<file path="config.mk">
export PLATFORM = sky130hd
export DESIGN_NAME = wb_subsystem
export DESIGN_NICKNAME = d
export VERILOG_FILES = /design/src/design/wb_pkg.sv /design/src/design/wb_subsystem.sv /design/src/design/gpr_file.sv /design/src/design/wb_arbiter.sv /design/src/design/exec_result_fmt.sv /design/src/design/load_align.sv
export SDC_FILE = /design/constraint.sdc
export NUM_CORES = 2
export LEC_CHECK = 0
export BUFFER_PORTS_ARGS = -buffer_cell sky130_fd_sc_hd__buf_4
export CAP_MARGIN = 25
export CELL_PAD_IN_SITES_DETAIL_PLACEMENT = 0
export CELL_PAD_IN_SITES_GLOBAL_PLACEMENT = 1
export CORE_ASPECT_RATIO = 2
export CORE_MARGIN = 10
export CORE_UTILIZATION = 35
export DETAILED_ROUTE_END_ITERATION = 8
export PLACE_DENSITY_LB_ADDON = 0.1
export SYNTH_ARGS = -nofsm -noshare
export SYNTH_HDL_FRONTEND = slang
export SYNTH_SLANG_ARGS = --single-unit
export TNS_END_PERCENT = 100
</file>
<file path="constraint.sdc">
create_clock -name clk -period 2.9 [get_ports clk]
set_clock_uncertainty 0.15 [all_clocks]
set_input_delay 0.435 -clock clk [delete_from_list [all_inputs] [get_ports clk]]
set_output_delay 0.435 -clock clk [all_outputs]
set_load 0.02 [all_outputs]
</file>
<file path="src/design/wb_pkg.sv">
`default_nettype none

package wb_pkg;

    // integer register and result width
    localparam int data_w = 64;

    // low half used by the 32-bit word ops
    localparam int word_w = 32;

    // byte offset of a load inside one doubleword
    localparam int offset_w = 3;

    // load access size, matches funct3[1:0] of the load opcodes
    typedef enum logic [1:0] {
        mem_byte   = 2'b00,
        mem_half   = 2'b01,
        mem_word   = 2'b10,
        mem_double = 2'b11
    } mem_size_e;

endpackage : wb_pkg

`default_nettype wire
</file>
<file path="src/design/wb_subsystem.sv">
`timescale 1ns/1ps
`default_nettype none

module wb_subsystem #(
    parameter int reg_count = 32,
    localparam int addr_w = $clog2(reg_count)
) (
    input  logic                          clk,
    input  logic                          rst_n,
    input  logic                          ex_valid,
    output logic                          ex_ready,
    input  logic [addr_w-1:0]             ex_rd,
    input  logic [wb_pkg::data_w-1:0]     ex_result,
    input  logic                          ex_word,
    input  logic                          mem_valid,
    output logic                          mem_ready,
    input  logic [addr_w-1:0]             mem_rd,
    input  logic [wb_pkg::data_w-1:0]     mem_rdata,
    input  logic [wb_pkg::offset_w-1:0]   mem_offset,
    input  wb_pkg::mem_size_e             mem_size,
    input  logic                          mem_unsigned,
    input  logic [addr_w-1:0]             rd_addr,
    output logic [wb_pkg::data_w-1:0]     rd_data,
    output logic                          commit_valid,
    output logic [addr_w-1:0]             commit_rd,
    output logic [wb_pkg::data_w-1:0]     commit_data
);
    import wb_pkg::*;

    logic              fmt_valid;
    logic              fmt_ready;
    logic [addr_w-1:0] fmt_rd;
    logic [data_w-1:0] fmt_data;
    logic              ld_valid;
    logic              ld_ready;
    logic [addr_w-1:0] ld_rd;
    logic [data_w-1:0] ld_data;
    logic              wr_en;
    logic [addr_w-1:0] wr_addr;
    logic [data_w-1:0] wr_data;

    exec_result_fmt #(.reg_count(reg_count)) i_exec_fmt (
        .clk       (clk),
        .rst_n     (rst_n),
        .ex_valid  (ex_valid),
        .ex_ready  (ex_ready),
        .ex_rd     (ex_rd),
        .ex_result (ex_result),
        .ex_word   (ex_word),
        .fmt_valid (fmt_valid),
        .fmt_ready (fmt_ready),
        .fmt_rd    (fmt_rd),
        .fmt_data  (fmt_data)
    );

    load_align #(.reg_count(reg_count)) i_load_align (
        .clk          (clk),
        .rst_n        (rst_n),
        .mem_valid    (mem_valid),
        .mem_ready    (mem_ready),
        .mem_rd       (mem_rd),
        .mem_rdata    (mem_rdata),
        .mem_offset   (mem_offset),
        .mem_size     (mem_size),
        .mem_unsigned (mem_unsigned),
        .ld_valid     (ld_valid),
        .ld_ready     (ld_ready),
        .ld_rd        (ld_rd),
        .ld_data      (ld_data)
    );

    wb_arbiter #(.reg_count(reg_count)) i_wb_arbiter (
        .clk          (clk),
        .rst_n        (rst_n),
        .ld_valid     (ld_valid),
        .ld_ready     (ld_ready),
        .ld_rd        (ld_rd),
        .ld_data      (ld_data),
        .fmt_valid    (fmt_valid),
        .fmt_ready    (fmt_ready),
        .fmt_rd       (fmt_rd),
        .fmt_data     (fmt_data),
        .wr_en        (wr_en),
        .wr_addr      (wr_addr),
        .wr_data      (wr_data),
        .commit_valid (commit_valid),
        .commit_rd    (commit_rd),
        .commit_data  (commit_data)
    );

    gpr_file #(.reg_count(reg_count)) i_gpr_file (
        .clk     (clk),
        .rst_n   (rst_n),
        .wr_en   (wr_en),
        .wr_addr (wr_addr),
        .wr_data (wr_data),
        .rd_addr (rd_addr),
        .rd_data (rd_data)
    );

endmodule : wb_subsystem

`default_nettype wire

</file>
<file path="src/design/gpr_file.sv">
`timescale 1ns/1ps
`default_nettype none

module gpr_file #(
    parameter int reg_count = 32,
    localparam int addr_w = $clog2(reg_count)
) (
    input  logic                      clk,
    input  logic                      rst_n,
    input  logic                      wr_en,
    input  logic [addr_w-1:0]         wr_addr,
    input  logic [wb_pkg::data_w-1:0] wr_data,
    input  logic [addr_w-1:0]         rd_addr,
    output logic [wb_pkg::data_w-1:0] rd_data
);
    import wb_pkg::*;

    // storage starts at x1, x0 has no flops
    logic [data_w-1:0] regs [1:reg_count-1];

    always_ff @(posedge clk or negedge rst_n) begin
        if (!rst_n) begin
            for (int i = 1; i < reg_count; i++) begin
                regs[i] <= '0;
            end
        end else if (wr_en) begin
            for (int i = 1; i < reg_count; i++) begin
                if (wr_addr == addr_w'(i)) begin
                    regs[i] <= wr_data;
                end
            end
        end
    end

    // read mux, an address of zero falls through to the default
    always_comb begin
        rd_data = '0;
        for (int i = 1; i < reg_count; i++) begin
            if (rd_addr == addr_w'(i)) begin
                rd_data = regs[i];
            end
        end
    end

endmodule : gpr_file

`default_nettype wire

</file>
<file path="src/design/wb_arbiter.sv">
`timescale 1ns/1ps
`default_nettype none

module wb_arbiter #(
    parameter int reg_count = 32,
    localparam int addr_w = $clog2(reg_count)
) (
    input  logic                      clk,
    input  logic                      rst_n,
    input  logic                      ld_valid,
    output logic                      ld_ready,
    input  logic [addr_w-1:0]         ld_rd,
    input  logic [wb_pkg::data_w-1:0] ld_data,
    input  logic                      fmt_valid,
    output logic                      fmt_ready,
    input  logic [addr_w-1:0]         fmt_rd,
    input  logic [wb_pkg::data_w-1:0] fmt_data,
    output logic                      wr_en,
    output logic [addr_w-1:0]         wr_addr,
    output logic [wb_pkg::data_w-1:0] wr_data,
    output logic                      commit_valid,
    output logic [addr_w-1:0]         commit_rd,
    output logic [wb_pkg::data_w-1:0] commit_data
);
    import wb_pkg::*;

    logic              grant_ld;
    logic              grant_fmt;
    logic              granted;
    logic [addr_w-1:0] sel_rd;
    logic [data_w-1:0] sel_data;

    // loads win, the execute path waits behind them
    assign grant_ld  = ld_valid;
    assign grant_fmt = fmt_valid & ~ld_valid;
    assign granted   = grant_ld | grant_fmt;

    assign ld_ready  = grant_ld;
    assign fmt_ready = grant_fmt;

    assign sel_rd   = grant_ld ? ld_rd   : fmt_rd;
    assign sel_data = grant_ld ? ld_data : fmt_data;

    // x0 target retires but never reaches the register file
    assign wr_en   = granted & (sel_rd != '0);
    assign wr_addr = sel_rd;
    assign wr_data = sel_data;

    always_ff @(posedge clk or negedge rst_n) begin
        if (!rst_n) begin
            commit_valid <= 1'b0;
        end else begin
            commit_valid <= granted; // one cycle after the write edge
        end
    end

    always_ff @(posedge clk) begin
        if (granted) begin
            commit_rd   <= sel_rd;
            commit_data <= sel_data;
        end
    end

endmodule : wb_arbiter

`default_nettype wire

</file>
<file path="src/design/exec_result_fmt.sv">
`timescale 1ns/1ps
`default_nettype none

module exec_result_fmt #(
    parameter int reg_count = 32,
    localparam int addr_w = $clog2(reg_count)
) (
    input  logic                      clk,
    input  logic                      rst_n,
    input  logic                      ex_valid,
    output logic                      ex_ready,
    input  logic [addr_w-1:0]         ex_rd,
    input  logic [wb_pkg::data_w-1:0] ex_result,
    input  logic                      ex_word,
    output logic                      fmt_valid,
    input  logic                      fmt_ready,
    output logic [addr_w-1:0]         fmt_rd,
    output logic [wb_pkg::data_w-1:0] fmt_data
);
    import wb_pkg::*;

    logic [data_w-1:0] formatted;
    logic              accept;

    // addw, subw, sllw and friends keep only the low word
    assign formatted = ex_word ?
        {{(data_w - word_w){ex_result[word_w-1]}}, ex_result[word_w-1:0]} :
        ex_result;

    assign ex_ready = ~fmt_valid | fmt_ready; // refill in the drain cycle
    assign accept   = ex_valid & ex_ready;

    always_ff @(posedge clk or negedge rst_n) begin
        if (!rst_n) begin
            fmt_valid <= 1'b0;
        end else if (ex_ready) begin
            fmt_valid <= ex_valid;
        end
    end

    always_ff @(posedge clk) begin
        if (accept) begin
            fmt_rd   <= ex_rd;
            fmt_data <= formatted; // held under back-pressure
        end
    end

endmodule : exec_result_fmt

`default_nettype wire

</file>
<file path="src/design/load_align.sv">
`timescale 1ns/1ps
`default_nettype none

module load_align #(
    parameter int reg_count = 32,
    localparam int addr_w = $clog2(reg_count)
) (
    input  logic                          clk,
    input  logic                          rst_n,
    input  logic                          mem_valid,
    output logic                          mem_ready,
    input  logic [addr_w-1:0]             mem_rd,
    input  logic [wb_pkg::data_w-1:0]     mem_rdata,
    input  logic [wb_pkg::offset_w-1:0]   mem_offset,
    input  wb_pkg::mem_size_e             mem_size,
    input  logic                          mem_unsigned,
    output logic                          ld_valid,
    input  logic                          ld_ready,
    output logic [addr_w-1:0]             ld_rd,
    output logic [wb_pkg::data_w-1:0]     ld_data
);
    import wb_pkg::*;

    logic [data_w-1:0] shifted;
    logic [data_w-1:0] aligned;
    logic              sext;    // high when sign extension applies
    logic              accept;

    // byte offset turned into a bit shift, zeros fill from the top
    assign shifted = mem_rdata >> {mem_offset, 3'b000};
    assign sext    = ~mem_unsigned;

    always_comb begin
        case (mem_size)
            mem_byte: begin
                aligned = {{(data_w - 8){sext & shifted[7]}}, shifted[7:0]};
            end
            mem_half: begin
                aligned = {{(data_w - 16){sext & shifted[15]}}, shifted[15:0]};
            end
            mem_word: begin
                aligned = {{(data_w - word_w){sext & shifted[word_w-1]}},
                           shifted[word_w-1:0]};
            end
            default: begin
                aligned = shifted; // double, flag ignored
            end
        endcase
    end

    // stage is free when empty or drained this cycle
    assign mem_ready = ~ld_valid | ld_ready;
    assign accept    = mem_valid & mem_ready;

    always_ff @(posedge clk or negedge rst_n) begin
        if (!rst_n) begin
            ld_valid <= 1'b0;
        end else if (mem_ready) begin
            ld_valid <= mem_valid;
        end
    end

    // payload only moves on a transfer
    always_ff @(posedge clk) begin
        if (accept) begin
            ld_rd   <= mem_rd;
            ld_data <= aligned;
        end
    end

endmodule : load_align

`default_nettype wire

</file>
# ---- Yosys cells after proc, flatten, opt, wreduce, memory -nomap -nowiden
# Cells that the tools add are included.
dict set report op_classes {
  n_shift 1
  n_bitwise 11
  n_eq_ne 64
  muxes 35
  n_reduce_logical 33
}
# cell n
set ops {}
lappend ops {{$mux W64} 33}
lappend ops {{$pmux W64 S3} 1}
lappend ops {{$eq A5 B5 Y1 const B} 32}
lappend ops {{$eq A5 B4 Y1 const B} 16}
lappend ops {{$shr A64 B6 Y64} 1}
lappend ops {{$reduce_and A2 Y1} 31}
lappend ops {{$eq A5 B3 Y1 const B} 8}
lappend ops {{$eq A5 B2 Y1 const B} 4}
lappend ops {{$eq A5 B1 Y1 const B} 2}
lappend ops {{$and A1 B1 Y1} 6}
lappend ops {{$mux W5} 1}
lappend ops {{$reduce_bool A5 Y1} 1}
lappend ops {{$not A1 Y1} 3}
lappend ops {{$eq A2 B1 Y1 const B} 1}
lappend ops {{$eq A2 B2 Y1 const B} 1}
lappend ops {{$logic_not A2 Y1} 1}
lappend ops {{$or A1 B1 Y1} 2}
dict set report word_totals {
  reg_bits 2194
  output_inout_bits 136
}

# ---- Logic depth before layout (Yosys ltp)
dict set report logic_depth {
  ltp_word 32
  depth_mapped 12
  ltp_nobuf 7
}

# ---- Hierarchy
# From an unflattened synthesis, not the netlist that was laid out.
dict set report unflattened {
  cells_unflattened 8020
  hier_area_um2 101513.6
}
# mod n_inst area_per_inst_um2 cells_per_inst
set modules_own_cells {}
lappend modules_own_cells {gpr_file 1 91462.7 7384}
lappend modules_own_cells {load_align 1 4289.1 339}
lappend modules_own_cells {wb_arbiter 1 3190.6 153}
lappend modules_own_cells {exec_result_fmt 1 2571.2 144}

# ---- Least setup slack after synthesis
# No wires, ideal clock.
dict set report synth_timing {
  path_type {register -> register}
  startpoint {register i_load_align.ld_valid}
  endpoint {register i_exec_fmt.fmt_data[0] (netlist bit), enable pin}
  arrival_ps 2819
  required_ps 2316
  stages_incl_launch_ff 6
  path_slack_ps -503
  synth_period_minus_slack_ps 3403
  path_buffers 3
  setup_time_ps 434
  path_cell_list {dfrtp_1 buf_2 buf_2 buf_1 nand2_1 and2_1}
}
dict set report synth_via {
  elab_chain_cells 4
}
# item line
set synth_rtl {}
lappend synth_rtl {{start, declared} load_align.sv:17} ;# output logic ld_valid,
lappend synth_rtl {{start signal, assigned} load_align.sv:59} ;# ld_valid <= mem_valid;
lappend synth_rtl {{$not A1 Y1} n/a}
lappend synth_rtl {{$and A1 B1 Y1} wb_arbiter.sv:35} ;# assign grant_fmt = fmt_valid & ~ld_valid;
lappend synth_rtl {{$or A1 B1 Y1} exec_result_fmt.sv:30} ;# assign ex_ready = ~fmt_valid | fmt_ready;
lappend synth_rtl {{via ex_ready} wb_subsystem.sv:11} ;# output logic ex_ready,
lappend synth_rtl {{$and A1 B1 Y1} exec_result_fmt.sv:31} ;# assign accept = ex_valid & ex_ready;
lappend synth_rtl {{via i_exec_fmt.accept} exec_result_fmt.sv:23} ;# logic accept;
lappend synth_rtl {{end signal, assigned} exec_result_fmt.sv:44} ;# fmt_data <= formatted;
lappend synth_rtl {{end, declared} exec_result_fmt.sv:18} ;# output logic [wb_pkg::data_w-1:0] fmt_data
# The timed path passes the listed nets, and every way through them passes these cells.
# A chain may end at the register's enable or synchronous reset.

# ---- Final worst setup path
dict set report layout_timing {
  startpoint {register i_gpr_file.regs[1004] (netlist bit)}
  endpoint {output port rd_data[44] (netlist bit)}
}
dict set report layout_via {
  elab_chain_cells 16
}
# item line
set layout_rtl {}
lappend layout_rtl {{start, declared} gpr_file.sv:19} ;# logic [data_w-1:0] regs [1:reg_count-1];
lappend layout_rtl {{start signal, assigned by index} gpr_file.sv:29} ;# regs[i] <= wr_data;
lappend layout_rtl {{$mux W64 (16 in series)} gpr_file.sv:39} ;# if (rd_addr == addr_w'(i)) begin
lappend layout_rtl {{end, declared} wb_subsystem.sv:23} ;# output logic [wb_pkg::data_w-1:0] rd_data,
# No other way between the ends.

==> metrics.txt <==
vias=88300; Synth top cells by count=a21oi_1 (2388), nor2_1 (2335), dfrtp_1 (1987); Die Area=300500 um2; Pre-antenna DRT Iters=8; vias per cell=5.713; Seq/Total Area, Yosys=0.5755; syn_nets=10510; CP max stage cell=dfrtp_1; Reg clk slew, reported paths=0.06 ns; mux share of post-synthesis cell area=0.03862; main flop type after synthesis=dfrtp_1; worst-path maximum fanout=2; drt wl/cell=34.14 um; largest family of logic cells by synthesized area=compound AO/OA/AOI/OAI gates; simple-gate share of the synthesized area=0.1200; flops & latches, synth=2194; TritonCTS buffer count=220; worst skew pair latency=0.95 ns; WL final=527.6 mm; peak supply drop=546.6 uV; worst path cell trace=o21ba_2 > o211a_1 > a221o_1 > a221o_1 > a41oi_4 > or4_4 > nand2_4 > buf_6; top post-synthesis cells by area=dfrtp_1 (51%), a21oi_1 (12%), nor2_1 (9.0%), edfxtp_1 (6.4%), clkbuf_1 (3.0%); WS Path Type=flip-flop to output port; synth warn=0; # H-tree levels=4; count leader, synth=a21oi_1; core box area=276300 um2; global-route wire length before repair=723.6 mm; period utilisation layout=1.268; Detailed Route Iter0 Violations=7199; max-slew violation count=0; Startpoint Class=flip-flop; setup_tns=-33.24 ns; Required @ worst endpoint=2.32 ns; share of layout cells above drive strength 1=0.2651; initial core utilization=0.3517; P_leak=0.05619 uW; post-DP HPWL=381.2 mm; area leader, netlist=dfrtp_1; Syn Inst Count=10360; final instance area=133500 um2; final hold vios=0; chip width=392.6 um; adder-cell share of the synthesized area=0; GRT Overall Usage=0.3434; Fmax achieved=271.9 MHz; Hold Crit Class=input port to flip-flop; Cell Rows=273; Post-layout nets=11850; complex-gate fraction of the synthesized area=0.2195; synthesized cell area=97200 um2; largest net degree at the start of global routing=124; Placer Congestion=0.9350; Remaining DRCs=0; post-synthesis async set-or-reset flop share=0.9057; clock sinks=2194; Area Overhead vs Synth=37.40%; chip height=765.3 um; RSZ-0062 raised after global routing=yes; status=complete, but fails checks; Final Critical Period=3.678 ns; final setup fails=64; Worst EP arrival=3.09 ns; synth unique cells=89; CTS Buffer Depth=4; worst slew pin tran=0.8766 ns; failing checks=setup timing; xor and xnor area share after synthesis=0; Setup WS post-layout=-0.7777 ns; IO Port Bufs=288; Top Ports=290; Post-synth EDFFs=207; Crit path top cell by count=a221o_1; slowest cell delay on critical path=0.38 ns; crit path capture type=output port; clock tree root driver cell=clkbuf_16; pre-CTS WS=-1.482 ns; area post-placement=116600 um2; pwr/cell area=796.9 nW/um2; grt ovf=0; Max Cap Viol=0; number of global-route vias before repair=89090; Worst slew margin=0.4156; initial antenna violation count=12; TritonCTS clock tree=yes; Avg Cell Area, Syn=9.383 um2; total power=106400 uW; Final ANT Viol Nets=0; Synth top area share=0.5116
-- report_power, final --
part           switching, uW  internal (uW)
Combinational          14600          11300
Sequential              6960          42200
Clock                  13200          18100
-- layer usage --
metal / vias up / wire length, um / global-route usage
li1: 38900 / - / -
met1: 44590 / 190500 / 0.3880
met2: 3557 / 261300 / 0.5938
met3: 1251 / 26130 / 0.03958
met4: 0 / 49670 / 0.2546
met5: - / 0 / 0
-- critical path: cells and delay by family (launching register included) --
| kind | cells | cell delay, ns |
|---|---|---|
| AO/OA/AOI/OAI | 5 | 1.35 |
| flip-flops | 1 | 0.38 |
| AND/OR/NAND/NOR | 2 | 0.27 |
| buffers and inverters | 1 | 0.15 |
-- placed cells by master, fill, tap and decap left out, types with 66 or more instances in the layout --
cell,n
a21oi_1,2312
nor2_1,2261
dfrtp_1,1984
buf_4,1302
o21ai_0,413
buf_12,401
nand2_1,250
clkbuf_16,228
buf_6,209
edfxtp_1,207
mux2i_1,172
o22ai_1,168
dlygate4sd3_1,125
inv_1,117
a22oi_1,93
o21ai_1,71
mux2i_4,66
-- worst paths after layout --
check                           cells after the start                       to  slack, ns                  start
worst max-delay path                                8              rd_data[44]      -0.78  i_gpr_file.regs[1004]
worst min-delay path                                3  i_exec_fmt.fmt_data[49]       0.04                ex_word
worst max register to register                      8     i_gpr_file.regs[786]       0.17  i_load_align.ld_valid
worst min register to register                      2    i_gpr_file.regs[1566]       0.37  i_gpr_file.regs[1566]
max in group asynchronous                           4    i_gpr_file.regs[1323]       1.41                  rst_n
min in group asynchronous                           3    i_gpr_file.regs[1886]       0.18                  rst_n
-- cells by family (layout without fill, tap and decap cells) --
group | count (synthesis) | after routing
compound gates | 3798 | 3798
simple gates | 2914 | 2914
flops | 2194 | 2194
buf+inv | 1126 | 2636
mux | 326 | 326
other cells | 1 | 12
-- metrics by stage --
step	cells	utilization	hold slack [ns]
after floorplan	10360	-	-0.01059
after global placement	14710	0.4217	0.1994
after detailed placement	14710	0.4218	0.2027
after CTS	15370	0.4760	0.0003426
after global routing	15450	0.4832	0.04725
final	15460	0.4833	0.03680
-- registers in the layout, indices dropped and copies added (netlist names), 5 cells and up --
register                  cells
i_load_align.ld_data         64
i_exec_fmt.fmt_data          64
i_wb_arbiter.commit_rd        5
i_exec_fmt.fmt_rd             5
i_wb_arbiter.commit_data     64
i_gpr_file.regs            1984
i_load_align.ld_rd            5
-- layout make-up --
cell class	count	area, um2
Fill cell	25890	142800
Sequential cell	2194	55940
Multi-Input combinational cell	7039	42090
Timing Repair Buffer	2119	22910
Clock buffer	309	6274
Tap cell	3575	4473
Clock inverter	87	1363
Inverter	121	465.4
Antenna cell	11	27.53
-- timing repair --
| item | 4_1_cts | 5_1_grt |
|---|---|---|
| hold buffers | 125 | 0 |
| setup endpoints to repair | 64 | 66 |
| setup buffers | 174 | 91 |
| pin swaps | 297 | 216 |
| endpoints found under the hold margin | 1135 | 0 |
| gates resized for setup | 1061 | 303 |
| cloned | 7 | 5 |
(Power assumes the default switching activity.)
